<file path="config.mk">
export PLATFORM = sky130hd
export DESIGN_NAME = mod_timer
export DESIGN_NICKNAME = d
export VERILOG_FILES = /design/src/hw/bus_pkg.sv /design/src/hw/mod_timer.sv
export SDC_FILE = /design/constraint.sdc
export NUM_CORES = 1
export LEC_CHECK = 0
export BUFFER_PORTS_ARGS = -buffer_cell sky130_fd_sc_hd__buf_2
export CORE_MARGIN = 2
export CORE_UTILIZATION = 41
export DETAILED_ROUTE_END_ITERATION = 12
export HOLD_SLACK_MARGIN = 0.15
export PLACE_DENSITY = 0.87
export SYNTH_ARGS = -nofsm -noshare
export SYNTH_HDL_FRONTEND = slang
export SYNTH_SLANG_ARGS = --single-unit
</file>
<file path="constraint.sdc">
create_clock -name clk -period 2.7 [get_ports clk]
set_input_delay 0.54 -clock clk [delete_from_list [all_inputs] [get_ports clk]]
set_output_delay 0.54 -clock clk [all_outputs]
set_load 0.005 [all_outputs]
</file>
<file path="src/hw/bus_pkg.sv">
// ----------------------------------------------------------
// memory map and bus types shared by the arbiter and peripherals
// regions are word aligned; sizes are in 32-bit words
// ----------------------------------------------------------
`default_nettype none

package bus_pkg;

	// ----------------------------------------------------------
	// memory map
	// ----------------------------------------------------------
	localparam logic [31:0] ROM_BASE   = 32'h0000_0000;
	localparam logic [31:0] RAM_BASE   = 32'h1000_0000;
	localparam logic [31:0] IO_BASE    = 32'hf020_0000;
	localparam logic [31:0] TIMER_BASE = 32'hf060_0000;

	// region sizes in words
	localparam int unsigned ROM_WORDS   = 16;
	localparam int unsigned RAM_WORDS   = 256;
	localparam int unsigned IO_WORDS    = 2;
	localparam int unsigned TIMER_WORDS = 1;

	// word index widths
	localparam int unsigned ROM_AW = $clog2(ROM_WORDS);
	localparam int unsigned RAM_AW = $clog2(RAM_WORDS);

	// byte offsets inside the io region
	localparam logic [31:0] IO_LEDS_OFS     = 32'h0000_0000;
	localparam logic [31:0] IO_SWITCHES_OFS = 32'h0000_0004;

	// ----------------------------------------------------------
	// bus types
	// ----------------------------------------------------------
	typedef enum logic [2:0] {
		sel_rom,
		sel_ram,
		sel_io,
		sel_timer,
		sel_none
	} mod_sel_t;

	// request into one peripheral, 99 bits
	typedef struct packed {
		logic        ie;
		logic        de;
		logic [31:0] iaddr;
		logic [31:0] daddr;
		logic        drw;
		logic [31:0] wdata;
	} bus_req_t;

	// reply from one peripheral, zero on a field whose enable is low
	typedef struct packed {
		logic [31:0] inst;
		logic [31:0] data;
	} bus_rsp_t;

endpackage

`default_nettype wire

</file>
<file path="src/hw/mod_timer.sv">
// ----------------------------------------------------------
// free-running counter, wraps at 2^32; any offset in region hits it
// ----------------------------------------------------------
`timescale 1ns/100ps
`default_nettype none

module mod_timer (
	input  logic              clk,
	input  logic              rst_n,
	input  bus_pkg::bus_req_t req,
	output bus_pkg::bus_rsp_t rsp
);

	logic [31:0] count;
	logic        load;

	assign load = req.de && req.drw;

	// ----------------------------------------------------------
	// counter
	// ----------------------------------------------------------
	always_ff @(posedge clk or negedge rst_n) begin
		if (!rst_n) begin
			count <= '0;
		end else if (load) begin
			// counting resumes from the loaded value next edge
			count <= req.wdata;
		end else begin
			count <= count + 32'd1;
		end
	end

	// ----------------------------------------------------------
	// read ports
	// ----------------------------------------------------------
	assign rsp.inst = req.ie ? count : '0;
	assign rsp.data = req.de ? count : '0;

endmodule

`default_nettype wire

</file>
==> summary by stage, run 1 <==
Die
The die covers approximately 0.006 mm^2. The floorplan step set the die height to between 70 and 80 um. The starting density of the core is 0.417.

The top-level port count is 165. The region available for standard cell placement spans roughly 0.0054 mm^2. The row count is 27. The horizontal extent of the die is 78.4 um.

Power and ir drop
In this run the power density over the cells is just under 600 mW/mm^2. The fraction of power consumed by sequential logic is 0.438. The internal power of the cells is ~1.1 mW. The clock network fraction of design power is 0.220.

The part of the total power dissipated in combinational logic is 0.342. The total design power is between 1.5 and 2 mW. The analysis attributes to net switching a power of roughly 600 uW. The switching share of total power is 0.358. The worst-case IR drop observed on VDD is 0.000270 V. The leakage power figure is around 1.3 nW.

Drt
The first detailed-routing pass took 4 iterations. For this block, the initial DRC count from the detailed router was 107. The average via count per standard cell is ~5.3. The number of remaining DRC errors is 0. Once detail routing completed, the nets flagged for antenna violations numbered 0. The total via count after detailed routing is around 2300. The routed design has 6270 um of wire. The routed wire length per instance is about 14 um.

Placement
The half-perimeter wire length after detailed placement is around 4400 um. The congestion estimate from routability-driven global placement came to 0.876. The number of I/O port buffers is 100.

Yosys
The most common flop cell mapped by yosys is dfrtp_1. The average cell area after synthesis is slightly above 8 um^2. For this run, the register share of the synthesized area comes to 0.353. The post-synth net total is ~380.

The number of synthesized flops with an enable pin is 0. The total of flip-flops plus latches after synthesis is 32. The netlist uses 34 different library cells. The post-synthesis instance total is about 280. The synthesis warning total is 0. The share of flip-flops with an asynchronous set or reset is 1.00. The area of the mapped netlist is 0.00227 mm^2.

Setup path
The worst path required time is 2.89 ns. The kind of start point of the critical path is a flop. The kind of critical path is reg2reg. For the worst setup path, the data arrival time is around 2.6 ns.

The kind of end point of the critical path is a flop. The largest incremental delay on the critical path is between 0.6 and 0.7 ns. The number of cell instances on the worst register-to-register path is 5. The largest fanout of any net on the critical path is 16.

The cell with the largest stage delay on the worst path is or4_1. Across all register-to-register paths, the minimum setup slack is between 0.2 and 0.3 ns. The signal on the critical path passes through ha_1 > and4_1 > nand3_1 > or4_1 > a31oi_1.

Timing
For the pin with the worst max-slew slack, the measured transition is between 0.7 and 0.8 ns. For this run, the top clock speed supported by timing is around 0.42 GHz. Adding up every negative setup slack in the final design gives 0 ns. In the finished design, the share of the clock period the worst path needs comes to 0.889. The final worst hold slack is ~0.32 ns. The final-report hold violation count is 0. Setup repair after global routing left no endpoint under its margin.

Setup violations remaining at the end of the flow were counted as 0. Between clock sinks in the finished design, the worst skew comes to roughly 0.0037 ns. The headroom to the max-slew limit is 0.513. The number of max-slew violations in the final report is 0.

The worst path in the final design needs a cycle of 2.40 ns, including I/O delays and setup.

Finish
Leaving out fill and tap cells, the most frequent cell in the layout is buf_2. In the final layout, the registers with the most flip-flops are count: 32 flops. Leaving out fill and tap cells, the most frequent cells in the layout are buf_2 (100), and2_1 (63), dfrtp_1 (32). Relative to the synthesized area, the layout overhead comes to 27.1%. The flip-flop count of the largest register after layout is 32. The register ranked first by flip-flop count is count. After the last flow step, the layout net total stands at 469. Of the cells placed in the final design, the portion with a size suffix greater than 1 is 0.329.

The filler cells instantiated in the layout total 535. The count of inserted antenna diode cells is 0.

Clocking
The H-tree was split into 2 levels. After clock tree synthesis, the setup repair step added 0 buffers. The master cell of the clock root buffer is clkbuf_8.

The post-cts resize count is 0. The CTS tree is built. The number of buffers inserted for hold repair after clock tree synthesis is 0.

The clock latency at the later pin of the worst-skew pair is ~0.27 ns. The deepest clock path buffer count is 2. After clock tree synthesis, the clock-pin slew on the worst setup and hold paths is roughly 0.070 ns. The number of CTS-inserted buffers is 5. Counting every sink on the clock net gives 32.

Global route
The global-route wire length before repair is 10400 um. The number of antenna violations at the first check in global routing is 0. In the global route stage, overall resource usage came out at 0.213. Summed over all layers, the global routing overflow is 0. Entering global routing, the biggest net connects 46 pins.

The via count of the first global-routing pass is 2243.

Outcome
The run finished with clean final reports.

Min path
The worst min-delay path class is in2async.

Run
Across the run, the number of max-cap violations was 0.
-- area by class of cell --
class	instances	area, um^2	area share
clock buffer	8	90.1	0.0312
tap	72	90.1	0.0312
sequential	32	801	0.278
timing repair buffer	104	543	0.188
multi-input combinational	219	1340	0.465
inverter	5	18.8	0.00651
-- routing by layer --
metal	GRT usage	up-vias	wire length [um]
met5	0	-	0
met4	0.0667	0	36
met3	0.0437	2	269
met2	0.364	72	3090
met1	0.270	1099	2880
li1	-	1162	-
-- worst paths after layout --
path,from,to
max,count[0]$_DFF_PN0_,count[28]$_DFF_PN0_
min,rst_n,count[2]$_DFF_PN0_
max reg2reg,count[0]$_DFF_PN0_,count[28]$_DFF_PN0_
min reg2reg,count[0]$_DFF_PN0_,count[0]$_DFF_PN0_
max in group asynchronous,rst_n,count[22]$_DFF_PN0_
min in group clk,req[1],count[1]$_DFF_PN0_
-- power by group through the flow --
stage | sequential (mW) | clock (mW) | combinational (mW)
CTS | 0.749 | 0.388 | 0.593
global route | 0.779 | 0.406 | 0.661
finish | 0.751 | 0.378 | 0.587
global placement | 0.746 | 0 | 0.568
floorplan | 0.686 | 0 | 0.408
detailed placement | 0.756 | 0 | 0.589
-- stage by stage --
| step | util | cells | cell area, um^2 | setup WS (ns) |
|---|---|---|---|---|
| 6_report | 0.530 | 440 | 2880 | 0.299 |
| 5_1_grt | 0.530 | 440 | 2880 | 0.0976 |
| 4_1_cts | 0.530 | 440 | 2880 | 0.287 |
| 3_5_place_dp | 0.514 | 432 | 2790 | 0.315 |
| 3_3_place_gp | 0.514 | 432 | 2790 | 0.404 |
| 2_1_floorplan | - | 276 | 2270 | 0.771 |
-- synthesized netlist by cell type, types with 2 or more instances --
cell / instances / area (um^2)
o21ai_0: 4 / 20.0
nand2_1: 11 / 41.3
clkbuf_1: 12 / 45.0
a31oi_1: 16 / 100
and2_1: 63 / 394
nor3_1: 2 / 10.0
and2_2: 3 / 22.5
nor2_1: 30 / 113
dfrtp_1: 32 / 801
or4_1: 13 / 97.6
xnor2_1: 5 / 43.8
inv_1: 5 / 18.8
buf_6: 3 / 33.8
o31ai_1: 12 / 90.1
a21oi_1: 14 / 70.1
nand3_1: 10 / 50.1
clkbuf_4: 2 / 15.0
nand4_1: 11 / 68.8
or3_2: 3 / 22.5
xor2_1: 7 / 61.3
and4_1: 5 / 43.8
-- worst max-delay path: cells and delay by family (launching register included) --
family | cells | cell delay, ns
flip-flops | 1 | 0.41
AND/OR/NAND/NOR | 3 | 1.49
adder cells (fa/ha/maj) | 1 | 0.23
AO/OA/AOI/OAI | 1 | 0.19
-- cells by family after synthesis --
family / share of synthesized area
AO/OA/AOI/OAI: 0.131
AND/OR/NAND/NOR: 0.403
multiplexers: 0.00496
adder cells (fa/ha/maj): 0.00551
buffers and inverters: 0.0568
flip-flops: 0.353
XOR/XNOR: 0.0463
(Power assumes the default switching activity.)
==> inputs of run 2 (changes only) <==
--- a/config.mk
+++ b/config.mk
@@ -11,6 +11,7 @@
 export DETAILED_ROUTE_END_ITERATION = 12
 export HOLD_SLACK_MARGIN = 0.15
 export PLACE_DENSITY = 0.87
+export SETUP_SLACK_MARGIN = 0.3
 export SYNTH_ARGS = -nofsm -noshare
 export SYNTH_HDL_FRONTEND = slang
 export SYNTH_SLANG_ARGS = --single-unit
==> constraint.sdc (replaced) <==
create_clock -name clk -period 2.7 [get_ports clk]
set_input_delay 0.405 -clock clk [delete_from_list [all_inputs] [get_ports clk]]
set_output_delay 0.405 -clock clk [all_outputs]
set_load 0.005 [all_outputs]
==> summary by stage, run 2 (same netlist as run 1, synthesis figures left out) <==
Drt
The number of iterations in the first detailed-routing pass came to 4 (unchanged). The total via count after detailed routing came to 2335 (unchanged). The number of remaining DRC errors came to 0 (unchanged). The routed wire length per instance was 14.1 um (was 14.3 um). The number of routed nets with antenna violations is 0 (unchanged). The average via count per standard cell was 5.32 (was 5.31). The starting DRC count in detailed routing came to 117 (was 107). The total detailed-routing wirelength is 6200 um (was 6270 um).

Die
The horizontal extent of the die is 78.4 um (unchanged). The area of the die is 0.00614 mm^2 (unchanged). The row count is 27 (unchanged). The starting density of the core is 0.417 (unchanged).

The die height was 78.4 um (unchanged). The top-level port count is 165 (unchanged). The core area is 0.00544 mm^2 (unchanged).

Setup path
The startpoint of the worst register-to-register path is count[0]$_DFF_PN0_ (unchanged). The kind of start point of the critical path is a flop (unchanged). The source of the critical timing path is count[0]$_DFF_PN0_ (unchanged). The number of cell instances on the worst register-to-register path is 5 (unchanged). The largest fanout of any net on the critical path came to 16 (unchanged).

The capturing point of the worst reg2reg path is count[26]$_DFF_PN0_ (was count[28]$_DFF_PN0_). The setup slack of the most critical reg-to-reg path is 0.52 ns (was 0.30 ns). The kind of end point of the critical path is a flop (unchanged). The worst path required time is 2.90 ns (was 2.89 ns). The data arrival time of the critical path is 2.38 ns (was 2.59 ns).

The kind of critical path is reg2reg (unchanged).

Power and ir drop
The power density over the cells is 584 mW/mm^2 (was 595 mW/mm^2). The power dissipated by switching net loads came to 614 uW (about the same). The leakage power figure is 1.32 nW (about the same). The part of the total power dissipated in combinational logic was 0.349 (was 0.342). The fraction of power consumed by sequential logic is 0.447 (was 0.438). The worst IR drop on VDD was 0.000300 V (was 0.000270 V). The clock network fraction of design power came to 0.204 (was 0.220). The switching share of total power is 0.365 (was 0.358).

The internal power of the cells is 1.07 mW (was 1.10 mW).

Outcome
Run status: finished, final reports clean (unchanged).

Timing
The total negative slack for setup checks was 0 ns (unchanged). The number of max-slew violations in the final report is 0 (unchanged). The final worst hold slack is 0.188 ns (was 0.322 ns).

The clock skew after layout is 0.00373 ns (was 0.00370 ns). The headroom to the max-slew limit came to 0.510 (was 0.513). The number of setup violations in the final report is 0 (unchanged). The pin slew with the least headroom to its limit was 0.734 ns (was 0.731 ns). The post-route clock period utilization came to 0.809 (was 0.889). The maximum operating frequency is 0.458 GHz (was 0.417 GHz). Setup repair after global routing missed its margin: no (unchanged). The final-report hold violation count came to 0 (unchanged).

The time the worst path needs with I/O delays and setup is 2.18 ns (was 2.40 ns).

Placement
The final weighted congestion in routability-driven placement is 0.873 (was 0.876). The number of I/O port buffers is 100 (unchanged). The half-perimeter wire length after detailed placement came to 4330 um (was 4450 um).

Clocking
The clock-pin slew of the registers on the worst-case setup and hold paths is 0.07 ns (about the same). The deepest clock path buffer count is 2 (unchanged). The number of buffers inserted for hold repair after clock tree synthesis was 0 (unchanged). The master cell of the clock root buffer is clkbuf_8 (unchanged). The number of sinks handled by clock tree synthesis is 32 (unchanged). The clock latency at the later pin of the worst-skew pair was 0.28 ns (was 0.27 ns). The post-CTS setup-driven buffer insertion count is 0 (unchanged). The CTS tree is built (unchanged). The number of CTS-inserted buffers is 5 (unchanged). The H-tree depth is 2 (unchanged).

Finish
The count of inserted antenna diode cells was 0 (unchanged). The post-synthesis to final-layout area growth came to 27.0% (was 27.1%). The number of nets in the layout is 469 (unchanged). The leading cell type in the layout, fill and taps excluded is buf_2 (unchanged). Commonest cells after routing, fill and taps aside: buf_2 (100), and2_1 (63), dfrtp_1 (32) (unchanged). The flip-flop count of the largest register after layout came to 32 (unchanged). Top Registers: count: 32 flops (unchanged).

The share of post-route cells with drive strength above 1 was 0.335 (was 0.329). The final-layout fill cell count is 520 (was 535). The register ranked first by flip-flop count was count (unchanged).

Global route
The via count of the first global-routing pass is 2254 (was 2243). The total congestion overflow was 0 (unchanged). The global-route wire length before repair came to 10300 um (was 10400 um). The aggregate global-route resource usage is 0.209 (was 0.213).

The pin count of the biggest net entering global routing is 40 (was 46). The number of antenna violations at the first check in global routing is 0 (unchanged).

Run
The max-capacitance violation count is 0 (unchanged).

Min path
The worst min-delay path class is in2async (unchanged).
==> run 2: cell count changes in the layout (fill, tap and decap cells not counted) <==
cell	previous run	this run
clkbuf_8	6	5
or4_1	13	12
nand3_2	0	1
clkbuf_1	2	1
nand3_1	10	9
clkinv_2	0	1
or4_4	0	1
==> run 2: power by group through the flow <==
stage               clock network [mW]  logic (mW)  registers, mW
floorplan                            0       0.408          0.686
global placement                     0       0.567          0.747
detailed placement                   0       0.585          0.757
CTS                              0.353       0.591          0.748
global route                     0.376       0.664          0.780
finish                           0.342       0.587          0.752
==> run 2: what timing repair did <==
action,4_1_cts,5_1_grt
gates cloned,0,0
resized for setup,1,1
endpoints found under the setup margin,2,5
==> run 2: layout make-up <==
cell class | instances | area, um^2 | share of cell area
timing repair buffer | 104 | 543 | 0.189
sequential | 32 | 801 | 0.278
clock buffer | 6 | 72.6 | 0.0252
tap | 72 | 90.1 | 0.0313
inverter | 5 | 18.8 | 0.00652
clock inverter | 1 | 5.00 | 0.00174
multi-input combinational | 219 | 1350 | 0.469
==> run 2: worst max path at each step <==
stage	to	slack (ns)	depth (start not counted)
after floorplan	count[16]$_DFF_PN0_	0.77	6
after global placement	count[26]$_DFF_PN0_	0.41	5
after detailed placement	count[26]$_DFF_PN0_	0.32	5
after CTS	count[25]$_DFF_PN0_	0.40	4
after global routing	count[24]$_DFF_PN0_	0.32	5
final	count[26]$_DFF_PN0_	0.52	5
==> run 2: through the flow <==
step / setup slack [ns] / area (um^2) / total power, mW / util / instances
6_report: 0.516 / 2880 / 1.68 / 0.530 / 439
4_1_cts: 0.400 / 2880 / 1.69 / 0.529 / 439
3_3_place_gp: 0.406 / 2790 / 1.31 / 0.514 / 432
5_1_grt: 0.318 / 2880 / 1.82 / 0.530 / 439
3_5_place_dp: 0.321 / 2790 / 1.34 / 0.514 / 432
2_1_floorplan: 0.771 / 2270 / 1.09 / - / 276
==> run 2: per-layer routing <==
metal,global-route usage,vias to the layer above,wire length [um]
met1,0.272,1107,2810
met3,0.0448,4,319
met2,0.352,71,3010
li1,-,1153,-
met5,0,-,0
met4,0.0579,0,57
==> run 2: critical path, stage by stage, from the launching register on <==
cell and delay, ns:
dfrtp_1 0.41, ha_1 0.23, and4_1 0.36, nand3_2 0.33
or4_1 0.59, a31oi_1 0.19
