`src/hw/bus_pkg.sv`:
```
// ----------------------------------------------------------
// memory map and bus types shared by the arbiter and peripherals
// regions are word aligned; sizes are in 32-bit words
// ----------------------------------------------------------
`default_nettype none

package bus_pkg;

	// ----------------------------------------------------------
	// memory map
	// ----------------------------------------------------------
	localparam logic [31:0] ROM_BASE   = 32'h0000_0000;
	localparam logic [31:0] RAM_BASE   = 32'h1000_0000;
	localparam logic [31:0] IO_BASE    = 32'hf020_0000;
	localparam logic [31:0] TIMER_BASE = 32'hf060_0000;

	// region sizes in words
	localparam int unsigned ROM_WORDS   = 16;
	localparam int unsigned RAM_WORDS   = 256;
	localparam int unsigned IO_WORDS    = 2;
	localparam int unsigned TIMER_WORDS = 1;

	// word index widths
	localparam int unsigned ROM_AW = $clog2(ROM_WORDS);
	localparam int unsigned RAM_AW = $clog2(RAM_WORDS);

	// byte offsets inside the io region
	localparam logic [31:0] IO_LEDS_OFS     = 32'h0000_0000;
	localparam logic [31:0] IO_SWITCHES_OFS = 32'h0000_0004;

	// ----------------------------------------------------------
	// bus types
	// ----------------------------------------------------------
	typedef enum logic [2:0] {
		sel_rom,
		sel_ram,
		sel_io,
		sel_timer,
		sel_none
	} mod_sel_t;

	// request into one peripheral, 99 bits
	typedef struct packed {
		logic        ie;
		logic        de;
		logic [31:0] iaddr;
		logic [31:0] daddr;
		logic        drw;
		logic [31:0] wdata;
	} bus_req_t;

	// reply from one peripheral, zero on a field whose enable is low
	typedef struct packed {
		logic [31:0] inst;
		logic [31:0] data;
	} bus_rsp_t;

endpackage

`default_nettype wire

```
`src/hw/addr_map.sv`:
```
// ----------------------------------------------------------
// purely combinational; unmatched addresses give sel_none, offset 0
// ----------------------------------------------------------
`timescale 1ns/100ps
`default_nettype none

module addr_map (
	input  logic [31:0]      addr,
	output bus_pkg::mod_sel_t sel,
	output logic [31:0]      eff_addr
);

	// offsets from each region base
	logic [31:0] rom_ofs;
	logic [31:0] ram_ofs;
	logic [31:0] io_ofs;
	logic [31:0] timer_ofs;

	// wraps below the base, so one unsigned compare covers both ends
	assign rom_ofs   = addr - bus_pkg::ROM_BASE;
	assign ram_ofs   = addr - bus_pkg::RAM_BASE;
	assign io_ofs    = addr - bus_pkg::IO_BASE;
	assign timer_ofs = addr - bus_pkg::TIMER_BASE;

	always_comb begin
		sel      = bus_pkg::sel_none;
		eff_addr = '0;
		if (rom_ofs < 32'(bus_pkg::ROM_WORDS * 4)) begin
			sel      = bus_pkg::sel_rom;
			eff_addr = rom_ofs;
		end else if (ram_ofs < 32'(bus_pkg::RAM_WORDS * 4)) begin
			sel      = bus_pkg::sel_ram;
			eff_addr = ram_ofs;
		end else if (io_ofs < 32'(bus_pkg::IO_WORDS * 4)) begin
			sel      = bus_pkg::sel_io;
			eff_addr = io_ofs;
		end else if (timer_ofs < 32'(bus_pkg::TIMER_WORDS * 4)) begin
			sel      = bus_pkg::sel_timer;
			eff_addr = timer_ofs;
		end
	end

endmodule

`default_nettype wire

```
`config.mk`:
```
export PLATFORM = sky130hd
export DESIGN_NAME = addr_map
export DESIGN_NICKNAME = d
export VERILOG_FILES = /design/src/hw/bus_pkg.sv /design/src/hw/addr_map.sv
export SDC_FILE = /design/constraint.sdc
export NUM_CORES = 1
export LEC_CHECK = 0
export ABC_AREA = 1
export BUFFER_PORTS_ARGS = -buffer_cell sky130_fd_sc_hd__buf_4
export CORE_MARGIN = 4
export CORE_UTILIZATION = 42
export DETAILED_ROUTE_END_ITERATION = 7
export PLACE_DENSITY = 0.82
export SYNTH_ARGS = -nofsm -noshare
export SYNTH_HDL_FRONTEND = slang
export SYNTH_SLANG_ARGS = --single-unit
```
`constraint.sdc`:
```
create_clock -name vclk -period 1.2
set_input_delay 0 -clock vclk [all_inputs]
set_output_delay 0 -clock vclk [all_outputs]
set_load 0.005 [all_outputs]
```
==> impl_metrics.yaml, run 1 <==
worst_setup_path:
  cp_cell_sequence: "buf_8 -> buf_6 -> nor2_4 -> nand2_1 -> nor2_1 -> nor2_1 -> nor2_1 -> nand2_1 -> nor2_1 -> nand3_2 -> nand3_4 -> nand2_2 -> inv_2 -> buf_6"
  start_kind: "primary input"
  cp-end-kind: "primary output"
  slowest_stage: "nor2_1"
  required_ps: 1200
  crit_type: "primary input to primary output"
  cp.arrival_ps: 1670
  critPathMaxStageDelay_ps: 200
  crit_fanout: 4
  cpMostUsedCell: "nor2_1"
placement:
  port_buffers: 65
  gp_congestion: 0.851
  placedInstanceArea_mm2: 0.00181
  hpwl_um: 3060
route:
  drt_iter0_drc: 343
  firstDrtPassIters: 6
  drcViolationCount: 0
  via_count: 2232
  ant_nets: 0
  routedWlPerCell_um: 20.2
  wirelength_um: 7350
  via_per_inst: 6.15
timing:
  finalMaxSlewViolations: 0
  min_period_over_period: 1.39
  hold_ws_ps: 269
  finalSetupViolations: 33
  fin_ws_ps: -470
  rsz0062_at_grt: "yes"
  min_period_ps: 1670
  hold_violations: 0
  setup_tns_ps: -10010
  fmax_mhz: 599
synthesis:
  syn_inst: 233
  ys_top_cells_by_area: "nand2_1 21%, nor2_1 20%, inv_1 13%"
  yosys.area.top_type: "nand2_1"
  ys_seq_area_frac: 0
  synth_top_area_frac: 0.213
  avgSynthCellArea_um2: 4.68
  ys_warn_count: 0
  synth_cell_types: 24
  synth_area_mm2: 0.00109
clocking:
  postCtsHoldBufs: 0
global_route:
  grt_max_degree: 15
  grt_pass1_vias: 1606
  overflow: 0
  antenna_found_initial: 0
  grt_usage: 0.238
  grt_pass1_wl_um: 6730
die:
  die_x_um: 59.0
  die_area_mm2: 0.00348
  ioPinCount: 67
  start_util: 0.440
  die_h_um: 59.0
  row_count: 18
  placeableCoreArea_mm2: 0.00248
finish:
  multi_input_area_mm2: 0.00124
  layout.nets: 373
  fin_area_mm2: 0.00240
  fillers: 47
  final_layout_size_suffix_gt1_frac: 0.547
  clkbuf_count: 0
  diodes: 0
  syn2layout_area_growth_pct: 120
  register_area_um2: 0
  seq_cells: 0
pwr:
  p_per_area_mw_per_mm2: 270
  vdd_drop_max_mv: 0.235
  total_leakage_power_nw: 1.22
run:
  drv_cap: 0
min_path:
  hold_class: "primary input to primary output"
status:
  violations: "negative setup slack"
  status: "finished with violations"
-- worst max-delay path, delay by kind of cell --
family                 cells  cell delay, ps
buffers and inverters      4             390
and+or+nand+nor           10            1280
-- synth_stat cells, drive strengths merged --
cell / number
conb: 1
o21ai: 5
nor3: 1
o22ai: 1
xor2: 2
nand2: 65
inv: 43
nand4: 5
nor2: 63
ha: 6
a21oi: 10
nor3b: 1
nand3: 26
buf: 4
-- kinds of logic after synthesis --
family                   Yosys count  share of synthesized area
other                              1                    0.00344
AND/OR/NAND/NOR                  161                      0.657
XOR/XNOR                           2                     0.0161
adder cells (fa/ha/maj)            6                     0.0688
AO/OA/AOI/OAI                     16                     0.0780
buffers and inverters             47                      0.177
-- layout make-up --
class                           count  area share
Inverter                           43      0.0750
Multi-Input combinational cell    187       0.518
Tap cell                           30      0.0156
Timing Repair Buffer              103       0.391
-- metal layers --
metal  vias to the layer above  GRT usage  part of all wire  wire [µm]
li1                        915          -                 -          -
met1                      1006      0.321              0.34       2490
met2                       244      0.416              0.46       3360
met3                        67     0.0307              0.14       1010
met4                         0     0.0194             0.065        481
met5                         -          0                 0          0
-- repair_timing --
action                     in CTS  in global routing
pin swaps                      15                 24
setup endpoints to repair      33                 33
resized for setup              41                 80
setup buffers                   3                  4
cloned                          1                  2
-- final timing paths --
| path | startpoint | end | slack, ps | cells after the start |
|---|---|---|---|---|
| worst max-delay path | addr[22] | eff_addr[1] | -470 | 14 |
| worst min-delay path | addr[0] | eff_addr[0] | 270 | 4 |
-- where the power goes --
group          switching (mW)  total, mW  leakage, nW  internal, mW
sequential                  0          0            0             0
combinational           0.360      0.648         1.22         0.289
clock                       0          0            0             0
-- per-stage QoR --
stage                      util  total power [mW]  instances  setup slack (ps)
after floorplan               -             0.186        234              67.5
after global placement    0.731             0.414        353              -218
after detailed placement  0.731             0.420        353              -255
after CTS                 0.812             0.474        357              -170
after global routing      0.970             0.675        363              -514
final                     0.970             0.648        363              -470
-- cell usage in the layout, fill, tap and decap left out, types with 2 or more instances in the layout --
cell	netlist	routed
nand2_1	62	53
nand3_4	0	3
buf_6	1	16
o21ai_2	0	3
buf_4	2	79
xor2_1	2	2
ha_1	6	3
a21oi_2	1	7
a21oi_4	0	2
clkbuf_16	0	2
nand4_1	5	5
nand3_1	22	18
nor2_2	3	9
nand2_2	2	11
inv_2	5	5
buf_12	0	3
nor2_4	3	23
ha_4	0	3
inv_1	38	33
conb_1	1	2
nor2_1	57	31
nand3_2	4	5
inv_4	0	3
buf_8	0	2
Note: power is estimated with default switching activity, not from simulation.
==> inputs of run 2 (changes only) <==
- GPL_ROUTABILITY_DRIVEN: unset -> 0
- clock period: 1.2 -> 1.4 ns (I/O delays scaled with it)
==> run 2 against run 1 <==
Effect of this change: the flow still finishes with violations (negative setup slack); hold slack worse by 17 ps; die area is the same; largest power group unchanged; global-route usage fell by 3.3 points; flip-flop and latch count is the same; setup slack better by 440 ps; wire length fell by 45%; utilization fell by 21 points.
==> impl_metrics.yaml, run 2 (same netlist as run 1, synthesis figures left out) <==
status:
  status: "finished with violations"
  violations: "negative setup slack"
die:
  row_count: 18
  die_area_mm2: 0.00348
  start_util: 0.440
  ioPinCount: 67
  die_h_um: 59.0
  placeableCoreArea_mm2: 0.00248
  die_x_um: 59.0
worst_setup_path:
  cpMostUsedCell: "buf_4"
  critical_path.top_delay_family: "simple AND/OR/NAND/NOR gates"
  cp-end-kind: "primary output"
  cp.arrival_ps: 1430
  critPathMaxStageDelay_ps: 210
  start_kind: "primary input"
  crit_fanout: 5
  critPathBufInv: 5
  crit_type: "primary input to primary output"
  cp_cell_sequence: "buf_4 -> inv_2 -> buf_4 -> ha_1 -> nand2_1 -> nor2_1 -> nand3_1 -> nor2_2 -> nor2_4 -> nand3_4 -> nand2_1 -> inv_1 -> buf_4"
  slowest_stage: "nor2_2"
  required_ps: 1400
global_route:
  grt_max_degree: 18
  grt_pass1_wl_um: 5920
  grt_pass1_vias: 1486
  overflow: 0
  grt_usage: 0.205
  antenna_found_initial: 0
pwr:
  p_total_mw: 0.383
  p_sw_mw: 0.201
  clock_power_share: 0
  comb_power_share: 1.000
  power.internal_mw: 0.182
  p_per_area_mw_per_mm2: 204
  seqPwrFrac: 0
  switching_share: 0.525
  total_leakage_power_nw: 1.07
  vdd_drop_max_mv: 0.163
timing:
  fin_ws_ps: -34.3
  min_period_ps: 1430
  finalSetupViolations: 4
  fmax_mhz: 697
  rsz0062_at_grt: "yes"
  hold_violations: 0
  finalMaxSlewViolations: 0
  min_period_over_period: 1.02
finish:
  final_layout_size_suffix_gt1_frac: 0.409
  utilization: 0.758
  syn2layout_area_growth_pct: 72.0
  mostFrequentLayoutCells: "78 x buf_4, 57 x nand2_1, 51 x nor2_1"
  register_area_um2: 0
  final_common_cell: "buf_4"
  fillers: 200
  seq_cells: 0
  clkbuf_count: 0
  layout.nets: 353
  diodes: 0
placement:
  hpwl_um: 3000
  port_buffers: 65
  dp_worst_setup_slack_ps: -32.4
route:
  drt_iter0_drc: 93
  ant_nets: 0
  routedWlPerCell_um: 11.7
  via_per_inst: 4.97
  wirelength_um: 4020
  via_count: 1703
  drcViolationCount: 0
  firstDrtPassIters: 4
min_path:
  hold_class: "primary input to primary output"
  holdPathStages: 4
  min_to: "eff_addr[1]"
  hp-start: "addr[1]"
run:
  drv_cap: 0
clocking:
  postCtsHoldBufs: 0
-- run 2: changes by cell type in the layout (fill, tap and decap cells not counted), sizes merged --
cell / change
inv: +1
buf: -18
clkinvlp: -1
clkbuf: -2
-- run 2: how the worst max path moves through the flow --
stage / slack, ps / start / cells past startpoint / end
3_5_place_dp: -30 / addr[22] / 12 / eff_addr[1]
6_report: -30 / addr[29] / 13 / eff_addr[2]
2_1_floorplan: 270 / addr[29] / 11 / eff_addr[0]
5_1_grt: -140 / addr[29] / 13 / eff_addr[2]
4_1_cts: 10 / addr[22] / 15 / eff_addr[1]
3_3_place_gp: -10 / addr[22] / 10 / sel[1]
-- run 2: per-layer routing --
metal / GRT usage / vias up / wire, µm
met3: 0.0241 / 4 / 394
met5: 0 / - / 0
met1: 0.291 / 741 / 1650
met2: 0.344 / 81 / 1930
met4: 0.0162 / 0 / 35
li1: - / 877 / -
-- run 2: power by group through the flow --
stage                     Clock, mW  Sequential [mW]  Combinational [mW]
final                             0                0               0.383
after global routing              0                0               0.424
after CTS                         0                0               0.342
after detailed placement          0                0               0.328
after global placement            0                0               0.324
after floorplan                   0                0               0.160
-- run 2: repair_timing --
item / CTS / global route
gates resized for setup: 10 / 38
pin swaps: 10 / 16
buffers inserted: 1 / 4
setup endpoints to repair: 6 / 24
-- run 2: layout make-up --
type,count,area (µm²),share of cell area
multi-input combinational,187,1010,0.537
timing repair buffer,83,658,0.351
inverter,43,174,0.0927
tap,30,37.5,0.0200
-- run 2: stage by stage --
stage / instance area, µm² / hold slack [ps] / instances / setup TNS (ps)
after floorplan: 1090 / 67.5 / 234 / 0
after global placement: 1690 / 252 / 338 / -11.2
after detailed placement: 1690 / 260 / 338 / -110
after CTS: 1720 / 255 / 339 / 0
after global routing: 1880 / 271 / 343 / -1050
final: 1880 / 252 / 343 / -113
-- run 2: tightest hold or removal path, cell delays in order --
cell and delay [ps]:
buf_4 80, nand2_2 50, inv_2 40, buf_6 80
==> inputs of run 3 (changes only) <==
- SETUP_SLACK_MARGIN: unset -> 0.02
==> run 3 against run 2 <==
Effect of this change: the flow still finishes with violations (negative setup slack); via count grew 0.18%; die area is the same; setup slack gained 6.3 ps; hold slack gained 4.8 ps; utilization grew 1.1 points; design area grew 1.4%; clock-buffer cell count is the same; critical path type unchanged; critical endpoint unchanged; largest cell class unchanged.
==> impl_metrics.yaml, run 3 (same netlist as run 1, synthesis figures left out) <==
status:
  status: "finished with violations"
  violations: "negative setup slack"
worst_setup_path:
  start_kind: "primary input"
  required_ps: 1400
  cp-startpoint: "addr[24]"
  crit_type: "primary input to primary output"
  slowest_stage: "nor2_4"
  cp_cell_sequence: "buf_4 -> nor2_4 -> buf_4 -> nand3_1 -> nand2_1 -> nand2_1 -> nand2_1 -> nand2_1 -> nor2_1 -> nand2_2 -> nand3_4 -> nand2_1 -> inv_1 -> buf_6"
  critPathMaxStageDelay_ps: 170
  crit_fanout: 5
  cp.arrival_ps: 1430
  endpoint: "eff_addr[2]"
  cp-end-kind: "primary output"
  cpMostUsedCell: "nand2_1"
pwr:
  vdd_drop_max_mv: 0.162
  total_leakage_power_nw: 1.08
  p_per_area_mw_per_mm2: 205
route:
  drcViolationCount: 0
  via_count: 1706
  firstDrtPassIters: 4
  wirelength_um: 3990
  routedWlPerCell_um: 11.6
  via_per_inst: 4.96
  drt_iter0_drc: 63
  ant_nets: 0
finish:
  utilization: 0.768
  layout.nets: 354
  syn2layout_area_growth_pct: 74.4
  final_common_cell: "buf_4"
  diodes: 0
  final_layout_size_suffix_gt1_frac: 0.417
  fillers: 199
  clkbuf_count: 0
  mostFrequentLayoutCells: "77 x buf_4, 58 x nand2_1, 49 x nor2_1"
  fin_area_mm2: 0.00190
  seq_cells: 0
  register_area_um2: 0
die:
  die_area_mm2: 0.00348
  row_count: 18
  placeableCoreArea_mm2: 0.00248
  die_h_um: 59.0
  ioPinCount: 67
  start_util: 0.440
  die_x_um: 59.0
timing:
  finalMaxSlewViolations: 0
  min_period_ps: 1430
  min_period_over_period: 1.02
  rsz0062_at_grt: "yes"
  hold_violations: 0
  finalSetupViolations: 4
  fmax_mhz: 700
  fin_ws_ps: -28.0
run:
  drv_cap: 0
placement:
  port_buffers: 65
  hpwl_um: 3000
  dp_worst_setup_slack_ps: -32.4
  placedInstanceArea_mm2: 0.00169
clocking:
  postCtsHoldBufs: 0
global_route:
  antenna_found_initial: 0
  gr-usage-met1: 0.296
  use_met3: 0.0241
  grt.met2_usage: 0.345
  grt_usage: 0.210
  overflow: 0
  busiest_layer: "met2"
  grt_pass1_vias: 1534
  grt_pass1_wl_um: 6070
  grt_max_degree: 18
min_path:
  hold_class: "primary input to primary output"
## run 3: final cells by class
type / instances / area, µm² / area share
multi-input cells: 187 / 1020 / 0.535
repair buffers: 84 / 673 / 0.354
inverters: 43 / 174 / 0.0914
well taps: 30 / 37.5 / 0.0197
## run 3: repair_timing
item	CTS	global route
gates resized for setup	11	42
setup endpoints to repair	8	30
setup buffers	3	3
pin swaps	11	11
## run 3: metrics by stage
stage                     TNS [ps]  hold slack, ps  power (mW)  std cells
after floorplan                  0            67.5       0.160        234
after global placement       -11.2             252       0.324        338
after detailed placement      -110             260       0.328        338
after CTS                        0             255       0.347        341
after global routing          -718             283       0.431        344
final                        -75.8             256       0.390        344
## run 3: worst min-delay path by stage
stage,from,endpoint,slack [ps],depth (start not counted)
2_1_floorplan,addr[3],eff_addr[3],70,2
3_3_place_gp,addr[1],eff_addr[1],250,4
3_5_place_dp,addr[0],eff_addr[0],260,4
4_1_cts,addr[1],eff_addr[1],260,4
5_1_grt,addr[0],eff_addr[0],280,4
6_report,addr[0],eff_addr[0],260,4
## run 3: critical path, delay by kind of cell
kind,cells,cell delay [ps]
buffers and inverters,4,440
and+or+nand+nor,10,980
## run 3: routing by layer
metal | part of all wire | vias to the layer above
li1 | - | 879
met1 | 0.42 | 743
met2 | 0.47 | 79
met3 | 0.098 | 5
met4 | 0.0095 | 0
met5 | 0 | -
## run 3: where the power goes
group          total [mW]  switching [mW]  internal, mW
Combinational       0.390           0.205         0.186
Clock                   0               0             0
Sequential              0               0             0
Total               0.390           0.205         0.186
