### config.mk
export PLATFORM = sky130hd
export DESIGN_NAME = mod_io
export DESIGN_NICKNAME = d
export VERILOG_FILES = /design/src/hw/bus_pkg.sv /design/src/hw/mod_io.sv
export SDC_FILE = /design/constraint.sdc
export NUM_CORES = 1
export LEC_CHECK = 0
export BUFFER_PORTS_ARGS = -buffer_cell sky130_fd_sc_hd__buf_2
export CELL_PAD_IN_SITES_DETAIL_PLACEMENT = 2
export CELL_PAD_IN_SITES_GLOBAL_PLACEMENT = 2
export CORE_UTILIZATION = 12
export CTS_CLUSTER_DIAMETER = 100
export DETAILED_ROUTE_END_ITERATION = 8
export PLACE_DENSITY = 0.95
export SETUP_SLACK_MARGIN = 0.3
export SLEW_MARGIN = 20
export SYNTH_ARGS = -nofsm -noshare
export SYNTH_HDL_FRONTEND = slang
export SYNTH_SLANG_ARGS = --single-unit
### constraint.sdc
create_clock -name clk -period 4.3 [get_ports clk]
set_clock_uncertainty 0.1 [all_clocks]
set_input_delay 0.645 -clock clk [delete_from_list [all_inputs] [get_ports clk]]
set_output_delay 0.645 -clock clk [all_outputs]
set_load 0.02 [all_outputs]
### src/hw/bus_pkg.sv
// ----------------------------------------------------------
// memory map and bus types shared by the arbiter and peripherals
// regions are word aligned; sizes are in 32-bit words
// ----------------------------------------------------------
`default_nettype none

package bus_pkg;

	// ----------------------------------------------------------
	// memory map
	// ----------------------------------------------------------
	localparam logic [31:0] ROM_BASE   = 32'h0000_0000;
	localparam logic [31:0] RAM_BASE   = 32'h1000_0000;
	localparam logic [31:0] IO_BASE    = 32'hf020_0000;
	localparam logic [31:0] TIMER_BASE = 32'hf060_0000;

	// region sizes in words
	localparam int unsigned ROM_WORDS   = 16;
	localparam int unsigned RAM_WORDS   = 256;
	localparam int unsigned IO_WORDS    = 2;
	localparam int unsigned TIMER_WORDS = 1;

	// word index widths
	localparam int unsigned ROM_AW = $clog2(ROM_WORDS);
	localparam int unsigned RAM_AW = $clog2(RAM_WORDS);

	// byte offsets inside the io region
	localparam logic [31:0] IO_LEDS_OFS     = 32'h0000_0000;
	localparam logic [31:0] IO_SWITCHES_OFS = 32'h0000_0004;

	// ----------------------------------------------------------
	// bus types
	// ----------------------------------------------------------
	typedef enum logic [2:0] {
		sel_rom,
		sel_ram,
		sel_io,
		sel_timer,
		sel_none
	} mod_sel_t;

	// request into one peripheral, 99 bits
	typedef struct packed {
		logic        ie;
		logic        de;
		logic [31:0] iaddr;
		logic [31:0] daddr;
		logic        drw;
		logic [31:0] wdata;
	} bus_req_t;

	// reply from one peripheral, zero on a field whose enable is low
	typedef struct packed {
		logic [31:0] inst;
		logic [31:0] data;
	} bus_rsp_t;

endpackage

`default_nettype wire

### src/hw/mod_io.sv
// ----------------------------------------------------------
// leds word is read/write, switches word read-only; upper bits read 0
// ----------------------------------------------------------
`timescale 1ns/100ps
`default_nettype none

module mod_io (
	input  logic              clk,
	input  logic              rst_n,
	input  bus_pkg::bus_req_t req,
	output bus_pkg::bus_rsp_t rsp,
	output logic [7:0]        leds,
	input  logic [7:0]        switches
);

	// word seen at one offset
	function automatic logic [31:0] io_word(input logic [31:0] ofs,
	                                       input logic [7:0] led_val,
	                                       input logic [7:0] sw_val);
		logic [31:0] word;
		word = '0;
		if (ofs == bus_pkg::IO_LEDS_OFS)
			word = {24'b0, led_val};
		else if (ofs == bus_pkg::IO_SWITCHES_OFS)
			word = {24'b0, sw_val};
		return word;
	endfunction

	assign rsp.inst = req.ie ? io_word(req.iaddr, leds, switches) : '0;
	assign rsp.data = req.de ? io_word(req.daddr, leds, switches) : '0;

	// led register, only the low byte of wdata is kept
	always_ff @(posedge clk or negedge rst_n) begin
		if (!rst_n) begin
			leds <= '0;
		end else if (req.de && req.drw && req.daddr == bus_pkg::IO_LEDS_OFS) begin
			leds <= req.wdata[7:0];
		end
	end

endmodule

`default_nettype wire

==> results of run 1 <==
## layer usage
layer | wire (µm) | part of all wire | vias up | global-route usage
met5 | 0 | 0 | - | 0
met4 | 0 | 0 | 0 | 0.0187
met3 | 165 | 0.037 | 0 | 0.00711
met2 | 2870 | 0.64 | 46 | 0.198
met1 | 1450 | 0.32 | 566 | 0.0920
li1 | - | - | 554 | -
## power groups by stage
stage / clock network [mW] / logic (mW) / registers (mW)
2_1_floorplan: 0 / 0.0844 / 0.0767
3_3_place_gp: 0 / 0.0913 / 0.0767
3_5_place_dp: 0 / 0.0948 / 0.0767
4_1_cts: 0.0943 / 0.0950 / 0.0756
5_1_grt: 0.0949 / 0.105 / 0.0755
6_report: 0.0900 / 0.0959 / 0.0756
## kinds of logic (layout without fill, tap and decap cells)
kind of cell	after synthesis	in the layout	synth area share
mux	24	24	0.235
flops	8	8	0.188
other cells	1	48	0.00353
buf+inv	53	112	0.356
simple gates	39	39	0.216
## cell type report
cell class                      instances  area (µm²)  area share
Inverter                                1        3.75     0.00238
Tap cell                              105         131      0.0833
Clock buffer                            3        41.3      0.0262
Multi-Input combinational cell        111         661       0.419
Sequential cell                         8         200       0.127
Timing Repair Buffer                  108         541       0.343
## critical path: stages
cell and delay (ns):
buf_2 0.10, nor4_1 0.29, nand4_1 0.21, or2_2 0.42
nor2_1 0.16, buf_2 0.19
## layout by cell type (no fill, tap or decap)
master and n:
mux2i_1 16, nor2_1 16, nor4_4 1, inv_1 1, nor4b_1 1, mux2_2 8, buf_2 108, nor4b_2 1
nor4_1 14, dfrtp_1 8, or2_2 2, nand4_1 4, clkbuf_8 3, conb_1 48
## how the worst max path moves through the flow
stage,slack [ns],startpoint,cells after the start,end
final,1.53,req[60],6,rsp[0]
after global routing,1.39,req[44],6,rsp[0]
after CTS,1.51,req[60],6,rsp[0]
after detailed placement,1.50,req[60],6,rsp[0]
after global placement,1.55,req[52],6,rsp[4]
after floorplan,1.69,req[44],5,rsp[0]
==> metrics.md, run 1 <==
| Metric | Value |
|---|---|
| Outcome | completed |
| Maximum VDD drop | ~0.13 mV |
| Yosys reg bits | 8 |
| Largest registers | leds (8) |
| Leak Pwr | slightly above 0.9 nW |
| Setup TNS | 0 ns |
| Tot Pwr | between 0.2 and 0.3 mW |
| Synth Cell Area | ~1100 µm² |
| Final Non-Filler Cells | 336 |
| Starting DRC count in detailed routing | 2 |
| Setup Slack @ Placement | 1.50 ns |
| Max_slew headroom | 0.587 |
| Max Freq | 361 MHz |
| Top cells by count, synth | 48 x buf_4, 16 x mux2i_1, 16 x nor2_1, 14 x nor4_1 |
| GRT Util Overall | 0.0916 |
| Post-place instance area | approximately 1500 µm² |
| Worst r2r src | leds[1] |
| Unrepaired setup endpoints after global routing | false |
| Net Sw Frac | 0.347 |
| Die Area | between 9000 and 10000 µm² |
| Biggest area consumer among synthesized cells | buf_4 |
| Fin. Hold Viols | 0 |
| Ys async rst share | 1.00 |
| Synth Flop Type | dfrtp_1 |
| Congestion Overflow GR | 0 |
| Crit start category | primary input |
| P&R area growth vs syn | 48.4% |
| Row count | 33 |
| Part of the cycle the worst path needs | 0.643 |
| Cell count after synthesis | about 130 |
| Die W | 96.1 µm |
| Seq/Total Area, Yosys | 0.188 |
| Comb power frac | 0.367 |
| Clk pwr share | 0.344 |
| Setup Buffers After CTS | 0 |
| Post-synth EDFFs | 0 |
| DR WL/cell | around 13 µm |
| Crit Path Class | in2out |
| Dpl cells | approximately 330 |
| Antenna violations before repair | 0 |
| Hold Crit Class | in2async |
| Slew at the pin with the worst max-slew slack | between 0.6 and 0.7 ns |
| CTS Hold Buffers Added | 0 |
| Nets | 342 |
| Clk root buf | clkbuf_8 |
| Fin. max-slew vios | 0 |
| GP Congestion | 0.637 |
| Number of global-route vias before repair | roughly 1.3k |
| Core Util, Final | 0.188 |
| Max FFs per register | 8 |
| Average size of a mapped cell | between 8 and 9 µm² |
| CTS resizes | 0 |
| Total CTS buffers | 3 |
| Biggest register | leds |
| Setup-failing EPs final | 0 |
| R2R depth | 1 |
| CP max FO | 8 |
| Synth top area share | 0.339 |
| Core ar. | 8380 µm² |
| Yosys cell types | 14 |
| # diodes | 0 |
| Max_cap viols | 0 |
| R2r setup slk | around 3.4 ns |
| Routed via count | between 1k and 1.5k |
| Clock Latency Late Sink | ~0.23 ns |
| I/O pins | about 180 |
| Internal cell power | approximately 0.17 mW |
| Final ANT Viol Nets | 0 |
| CP Data Arrival Time | around 2.0 ns |
| Fin crit period | around 2.8 ns |
| Detailed-placement wirelength estimate | about 4.1 mm |
| First-pass GRT wire length | 6.40 mm |
| Power per cell area | around 170 nW/µm² |
| CP Capture Type | output pin |
| Layout cells sized above 1 | 0.532 |
| Largest net degree at the start of global routing | 10 |
| Buffers on Ports | 108 |
| Most frequent cell after synthesis | buf_4 |
| Die H | roughly 96 µm |
| Synth warn | 0 |
| Max Root-Sink Buffers | 2 |
| Fillers | between 1k and 1.5k |
| Setup WS post-layout | between 1.5 and 2 ns |
| Initial core utilization | 0.127 |
| Htree depth | 1 |
| Clock Sinks | 8 |
| DRC violations left | 0 |
| Sequential Power Share | 0.289 |
| WL final | ~4.5 mm |
| Min Hold Slack | about 0.16 ns |
| DRT Pass-1 Iters | 3 |
| RR Endpoint | leds[1] |
| CTS tree | yes |
| NetSw | 0.0907 mW |
| Worst endpoint required time | 3.56 ns |
| Design Area, Final | ~1600 µm² |
| Via density | 3.47 |
| Top post-synthesis cells by area | buf_4 34%, dfrtp_1 19%, mux2i_1 15% |
| Worst-path clk slew | about 0.040 ns |
No activity file was read; power rests on OpenSTA's default activity.
==> inputs of run 2 (changes only) <==
Settings changed: CORE_UTILIZATION 12 to 11, PLACE_DENSITY 0.95 to 0.91.
Clock period 4.3 ns to 2.6 ns, I/O delays scaled along.
==> run 2 against run 1 <==
Effect of this change:
- combinational power up 68%
- final area up 3.2%
- utilization down 1.3 points
- sequential share of layout area down 0.39 points
- critical path depth unchanged
- largest cell class unchanged
==> metrics.md, run 2 (synthesized netlist as in run 1, its figures left out) <==
| Metric | Value |
|---|---|
| Clock Latency Late Sink | 0.23 ns (about the same) |
| Fin. max-slew vios | 0 (unchanged) |
| Commonest cells after routing, fill and taps aside | 108 x buf_2, 48 x conb_1, 16 x mux2i_1, 16 x nor2_1, 14 x nor4_1 |
| Slew at the pin with the worst max-slew slack | 0.620 ns (+0.00545 ns) |
| DRC violations left | 0 (unchanged) |
| Htree depth | 1 (unchanged) |
| Initial core utilization | 0.115 (-0.0123) |
| Outcome | completed |
| CP Data Arrival Time | 1.69 ns (-0.33 ns) |
| Crit start category | primary input |
| Nets | 344 (+0.58%) |
| Fillers | 1153 (+12%) |
| CP Capture Type | output pin |
| Unrepaired setup endpoints after global routing | false |
| Core ar. | 9280 µm² (+11%) |
| Total CTS buffers | 3 (unchanged) |
| Core Util, Final | 0.175 (-0.0129) |
| Number of global-route vias before repair | 1234 (-3.1%) |
| # diodes | 0 (unchanged) |
| Max Root-Sink Buffers | 2 (unchanged) |
| Max_slew headroom | 0.583 (-0.00366) |
| Max FFs per register | 8 (unchanged) |
| Setup TNS | 0 ns (unchanged) |
| Min Hold Slack | 0.287 ns (+0.124 ns) |
| Detailed-placement wirelength estimate | 4.08 mm (-1.7%) |
| Fin. Hold Viols | 0 (unchanged) |
| I/O pins | 181 (unchanged) |
| Final Non-Filler Cells | 362 (+7.7%) |
| Max Freq | between 400 and 500 MHz |
| Worst endpoint required time | 2.11 ns (-1.45 ns) |
| DRT Pass-1 Iters | 2 (-1) |
| Commonest non-fill, non-tap cell in the layout | buf_2 |
| Part of the cycle the worst path needs | 0.839 |
| Clk root buf | clkbuf_8 |
| Row count | 35 (+6.1%) |
| Clock Sinks | 8 (unchanged) |
| Biggest register | leds |
| WL final | 4.55 mm (+1.6%) |
| Largest net degree at the start of global routing | 10 (unchanged) |
| Final ANT Viol Nets | 0 (unchanged) |
| Buffers on Ports | 108 (unchanged) |
| CP max FO | 8 (unchanged) |
| Hold Crit Class | in2reg |
| Via density | 3.29 (-5.2%) |
| Maximum VDD drop | 0.239 mV (+79%) |
| Crit Path Class | in2out |
| Congestion Overflow GR | 0 (unchanged) |
| Die H | 100 µm (+4.4%) |
| Antenna violations before repair | 0 (unchanged) |
| GP Congestion | 0.646 (+1.4%) |
| Max_cap viols | 0 (unchanged) |
| Dpl cells | 357 (+7.2%) |
| Die Area | 10100 µm² (+8.9%) |
| Setup-failing EPs final | 0 (unchanged) |
| CTS tree | yes |
| Tot Pwr | 0.438 mW (+67%) |
| Fin crit period | 2.18 ns |
| R2r setup slk | 1.69 ns (-1.69 ns) |
| Die W | 100 µm (+4.4%) |
| Largest registers | leds (8) |
| DR WL/cell | 12.6 µm (-5.7%) |
| Worst-path clk slew | 0.04 ns (about the same) |
| Leak Pwr | 0.931 nW (+1.0%) |
| Layout cells sized above 1 | 0.532 (about the same) |
| GRT Util Overall | 0.0835 (-0.00808) |
| P&R area growth vs syn | 53.1% |
| Starting DRC count in detailed routing | 14 (+12) |
| Routed via count | 1191 (+2.1%) |
| Power per cell area | 269 nW/µm² (+62%) |
| First-pass GRT wire length | 6.51 mm (+1.6%) |
[run 2: repair_timing]
item                                    4_1_cts  5_1_grt
pin swaps                                     0        1
resized for setup                             1        0
hold buffers                                  1        0
endpoints found under the setup margin        1        4
hold endpoints to repair                      8        0
setup buffers                                 0        1
[run 2: area by class of cell]
| class | count | area, µm² | share of cell area |
|---|---|---|---|
| inverters | 1 | 3.75 | 0.00231 |
| repair buffers | 110 | 558 | 0.343 |
| flip-flops and latches | 8 | 200 | 0.123 |
| clock buffers | 3 | 41.3 | 0.0254 |
| well taps | 129 | 161 | 0.0992 |
| multi-input cells | 111 | 663 | 0.407 |
[run 2: final timing paths]
path                               from  endpoint  cells after the start
worst min-delay path             req[1]   leds[1]                      2
worst max register to register  leds[7]   leds[7]                      1
min in group asynchronous         rst_n   leds[0]                      2
worst min register to register  leds[1]   leds[1]                      1
max in group asynchronous         rst_n   leds[6]                      2
worst max-delay path            req[75]   rsp[36]                      6
[run 2: where the power goes]
part | internal (mW) | total [mW] | leakage, nW | switching, mW
logic | 0.0582 | 0.161 | 0.798 | 0.102
clock network | 0.101 | 0.152 | 0.0216 | 0.0514
registers | 0.125 | 0.125 | 0.112 | 0.000000000632
[run 2: worst max-delay path, stage by stage]
cell	delay [ns]
buf_2	0.10
nor4_1	0.31
nand4_1	0.14
or2_2	0.42
nor2_1	0.15
buf_2	0.18
[run 2: metrics by stage]
stage	instance area, µm²	worst slack (ns)
after floorplan	1240	0.497
after global placement	1570	0.336
after detailed placement	1570	0.301
after CTS	1620	0.382
after global routing	1630	0.301
final	1630	0.419
[run 2: routing by layer]
| layer | up-vias | wire length [µm] | global-route usage |
|---|---|---|---|
| li1 | 559 | - | - |
| met1 | 575 | 1630 | 0.0884 |
| met2 | 52 | 2720 | 0.175 |
| met3 | 5 | 153 | 0.00487 |
| met4 | 0 | 53 | 0.0212 |
| met5 | - | 0 | 0 |
==> inputs of run 3 (changes only) <==
Settings changed: CORE_UTILIZATION 11 to 10, PLACE_DENSITY 0.91 to 0.88.
Clock period 2.6 ns to 1.8 ns, I/O delays scaled along.
==> run 3 against run 2 <==
Effect of this change:
- critical endpoint is now rsp[6]
- sequential power is 44% higher
- worst hold slack got worse by 0.11 ns
- clock power up 49%
- the flow now finishes with violations (setup timing)
- cell count up 2.8%
- combinational power rose by 88%
- critical path depth stayed put
- routed wire length is 9.5% higher
- die area rose by 9.8%
- clock-buffer cell count unchanged
- via count grew 3.2%
- highest routed layer unchanged
- first-iteration DRC count rose by 57%
==> metrics.md, run 3 (synthesized netlist as in run 1, its figures left out) <==
| Metric | Value |
|---|---|
| Outcome | finished, violations left |
| Failing checks | setup timing |
| GP Congestion | 0.658 (+1.9%) |
| I/O pins | 181 (unchanged) |
| Largest registers | leds (8) |
| First-pass GRT wire length | 7.24 mm (+11%) |
| CP max FO | 8 (unchanged) |
| Die H | 105 µm (+4.8%) |
| DRC violations left | 0 (unchanged) |
| Number of global-route vias before repair | 1330 (+7.8%) |
| Max Freq | approximately 550 MHz |
| GRT Util Overall | 0.0864 (+0.00290) |
| Setup-failing EPs final | 7 (+7) |
| Power per cell area | 324 nW/µm² (+21%) |
| Maximum VDD drop | 0.124 mV (-48%) |
| Congestion Overflow GR | 0 (unchanged) |
| Design Area, Final | 2190 µm² (+35%) |
| Fin crit period | between 1.5 and 2 ns |
| Crit path launch | req[36] |
| Detailed-placement wirelength estimate | 3.89 mm (-4.5%) |
| Die W | 105 µm (+4.8%) |
| # diodes | 0 (unchanged) |
| Commonest non-fill, non-tap cell in the layout | buf_2 |
| Crit start category | primary input |
| Max Root-Sink Buffers | 2 (unchanged) |
| Max FFs per register | 8 (unchanged) |
| Leak Pwr | 1.03 nW (+11%) |
| CP Data Arrival Time | 1.45 ns (-0.24 ns) |
| Antenna violations before repair | 0 (unchanged) |
| R2R depth | 1 (unchanged) |
| CP Capture Type | output pin |
| Clock Latency Late Sink | 0.23 ns (about the same) |
| WL final | 4.98 mm (+9.5%) |
| Row count | 37 (+5.7%) |
| Die Area | 11100 µm² (+9.8%) |
| CTS tree | yes |
| Setup WS post-layout | -0.0243 ns (-0.443 ns) |
| Biggest register | leds |
| Final ANT Viol Nets | 0 (unchanged) |
| Part of the cycle the worst path needs | 1.01 |
| Commonest cells after routing, fill and taps aside | 77 x buf_2, 48 x conb_1, 32 x buf_6, 16 x mux2i_1, 16 x nor2_4 |
| Unrepaired setup endpoints after global routing | true |
| Fin. max-slew vios | 0 (unchanged) |
| Setup TNS | -0.0928 ns (-0.0928 ns) |
| Via density | 3.30 (+0.42%) |
| Buffers on Ports | 108 (unchanged) |
| Core ar. | 10300 µm² (+11%) |
| DR WL/cell | 13.4 µm (+6.5%) |
| Worst r2r src | leds[3] |
| Clock Sinks | 8 (unchanged) |
| Worst endpoint required time | 1.43 ns (-0.68 ns) |
| Largest net degree at the start of global routing | 10 (unchanged) |
| R2r setup slk | 0.89 ns (-0.80 ns) |
| Total CTS buffers | 3 (unchanged) |
| Fin. Hold Viols | 0 (unchanged) |
| Initial core utilization | 0.103 (-0.0115) |
| Starting DRC count in detailed routing | 22 (+8) |
| Crit Path Class | in2out |
| Layout cells sized above 1 | 0.669 (+0.137) |
| Nets | 347 (+0.87%) |
| Htree depth | 1 (unchanged) |
| Core Util, Final | 0.212 (+0.0368) |
| P&R area growth vs syn | 106% |
| Routed via count | 1229 (+3.2%) |
| Critical path destination | rsp[6] |
| Worst-path clk slew | 0.05 ns (about the same) |
| Max_cap viols | 0 (unchanged) |
| Hold Crit Class | in2reg |
| Min Hold Slack | 0.175 ns (-0.112 ns) |
| Post-place instance area | 1810 µm² (+16%) |
| Tot Pwr | 0.710 mW (+62%) |
| DRT Pass-1 Iters | 2 (unchanged) |
| Clk root buf | clkbuf_8 |
| RR Endpoint | leds[3] |
| Fillers | 1175 (+1.9%) |
-- run 3: cell count changes in the layout (fill, tap and decap cells not counted), moves of 6 or more --
cell    previous run  this run
nor2_1            16         0
nor4_4             1         9
nor2_4             0        16
mux2_2             8         0
buf_2            108        77
buf_6              0        32
mux2_4             0         8
nor4_1            14         0
nor4_2             0         6
-- run 3: final cells by class --
| type | count | area, µm² | share of cell area |
|---|---|---|---|
| clock buffer | 3 | 41.3 | 0.0189 |
| sequential | 8 | 200 | 0.0914 |
| timing repair buffer | 113 | 786 | 0.359 |
| inverter | 1 | 3.75 | 0.00171 |
| multi-input combinational | 111 | 988 | 0.451 |
| tap | 136 | 170 | 0.0777 |
-- run 3: report_power, final --
part           internal (mW)  switching [mW]  total, mW
combinational          0.116           0.186      0.302
clock                  0.146          0.0812      0.227
sequential             0.180  0.000000000959      0.180
-- run 3: worst min path at each step --
stage / startpoint / to / depth (start not counted)
after global routing: req[0] / leds[0] / 2
after global placement: rst_n / leds[1] / 1
after detailed placement: rst_n / leds[1] / 1
final: req[1] / leds[1] / 2
after floorplan: rst_n / leds[0] / 0
after CTS: req[1] / leds[1] / 2
-- run 3: repair_timing --
action / CTS / global route
hold buffers: 1 / 0
gates resized for setup: 63 / 4
endpoints found under the setup margin: 24 / 24
hold endpoints to repair: 8 / 0
setup buffers: 2 / 1
pin swaps: 21 / 6
-- run 3: metal layers --
metal  vias to the layer above  global-route usage  share of wire
met5                         -                   0              0
met4                         0              0.0443          0.027
met3                        10              0.0137          0.049
met2                        66               0.174           0.59
met1                       592              0.0835           0.33
li1                        561                   -              -
-- run 3: metrics by stage --
| stage | setup slack, ns | instances |
|---|---|---|
| after CTS | -0.0158 | 371 |
| final | -0.0243 | 372 |
| after floorplan | 0.0748 | 172 |
| after detailed placement | -0.144 | 365 |
| after global routing | -0.0984 | 372 |
| after global placement | -0.113 | 365 |
-- run 3: critical path, cell delays in order --
cell and delay, ns:
buf_2 0.12, nor4b_4 0.26, nand4_1 0.16, or2_4 0.39, nor2_4 0.13, buf_6 0.13
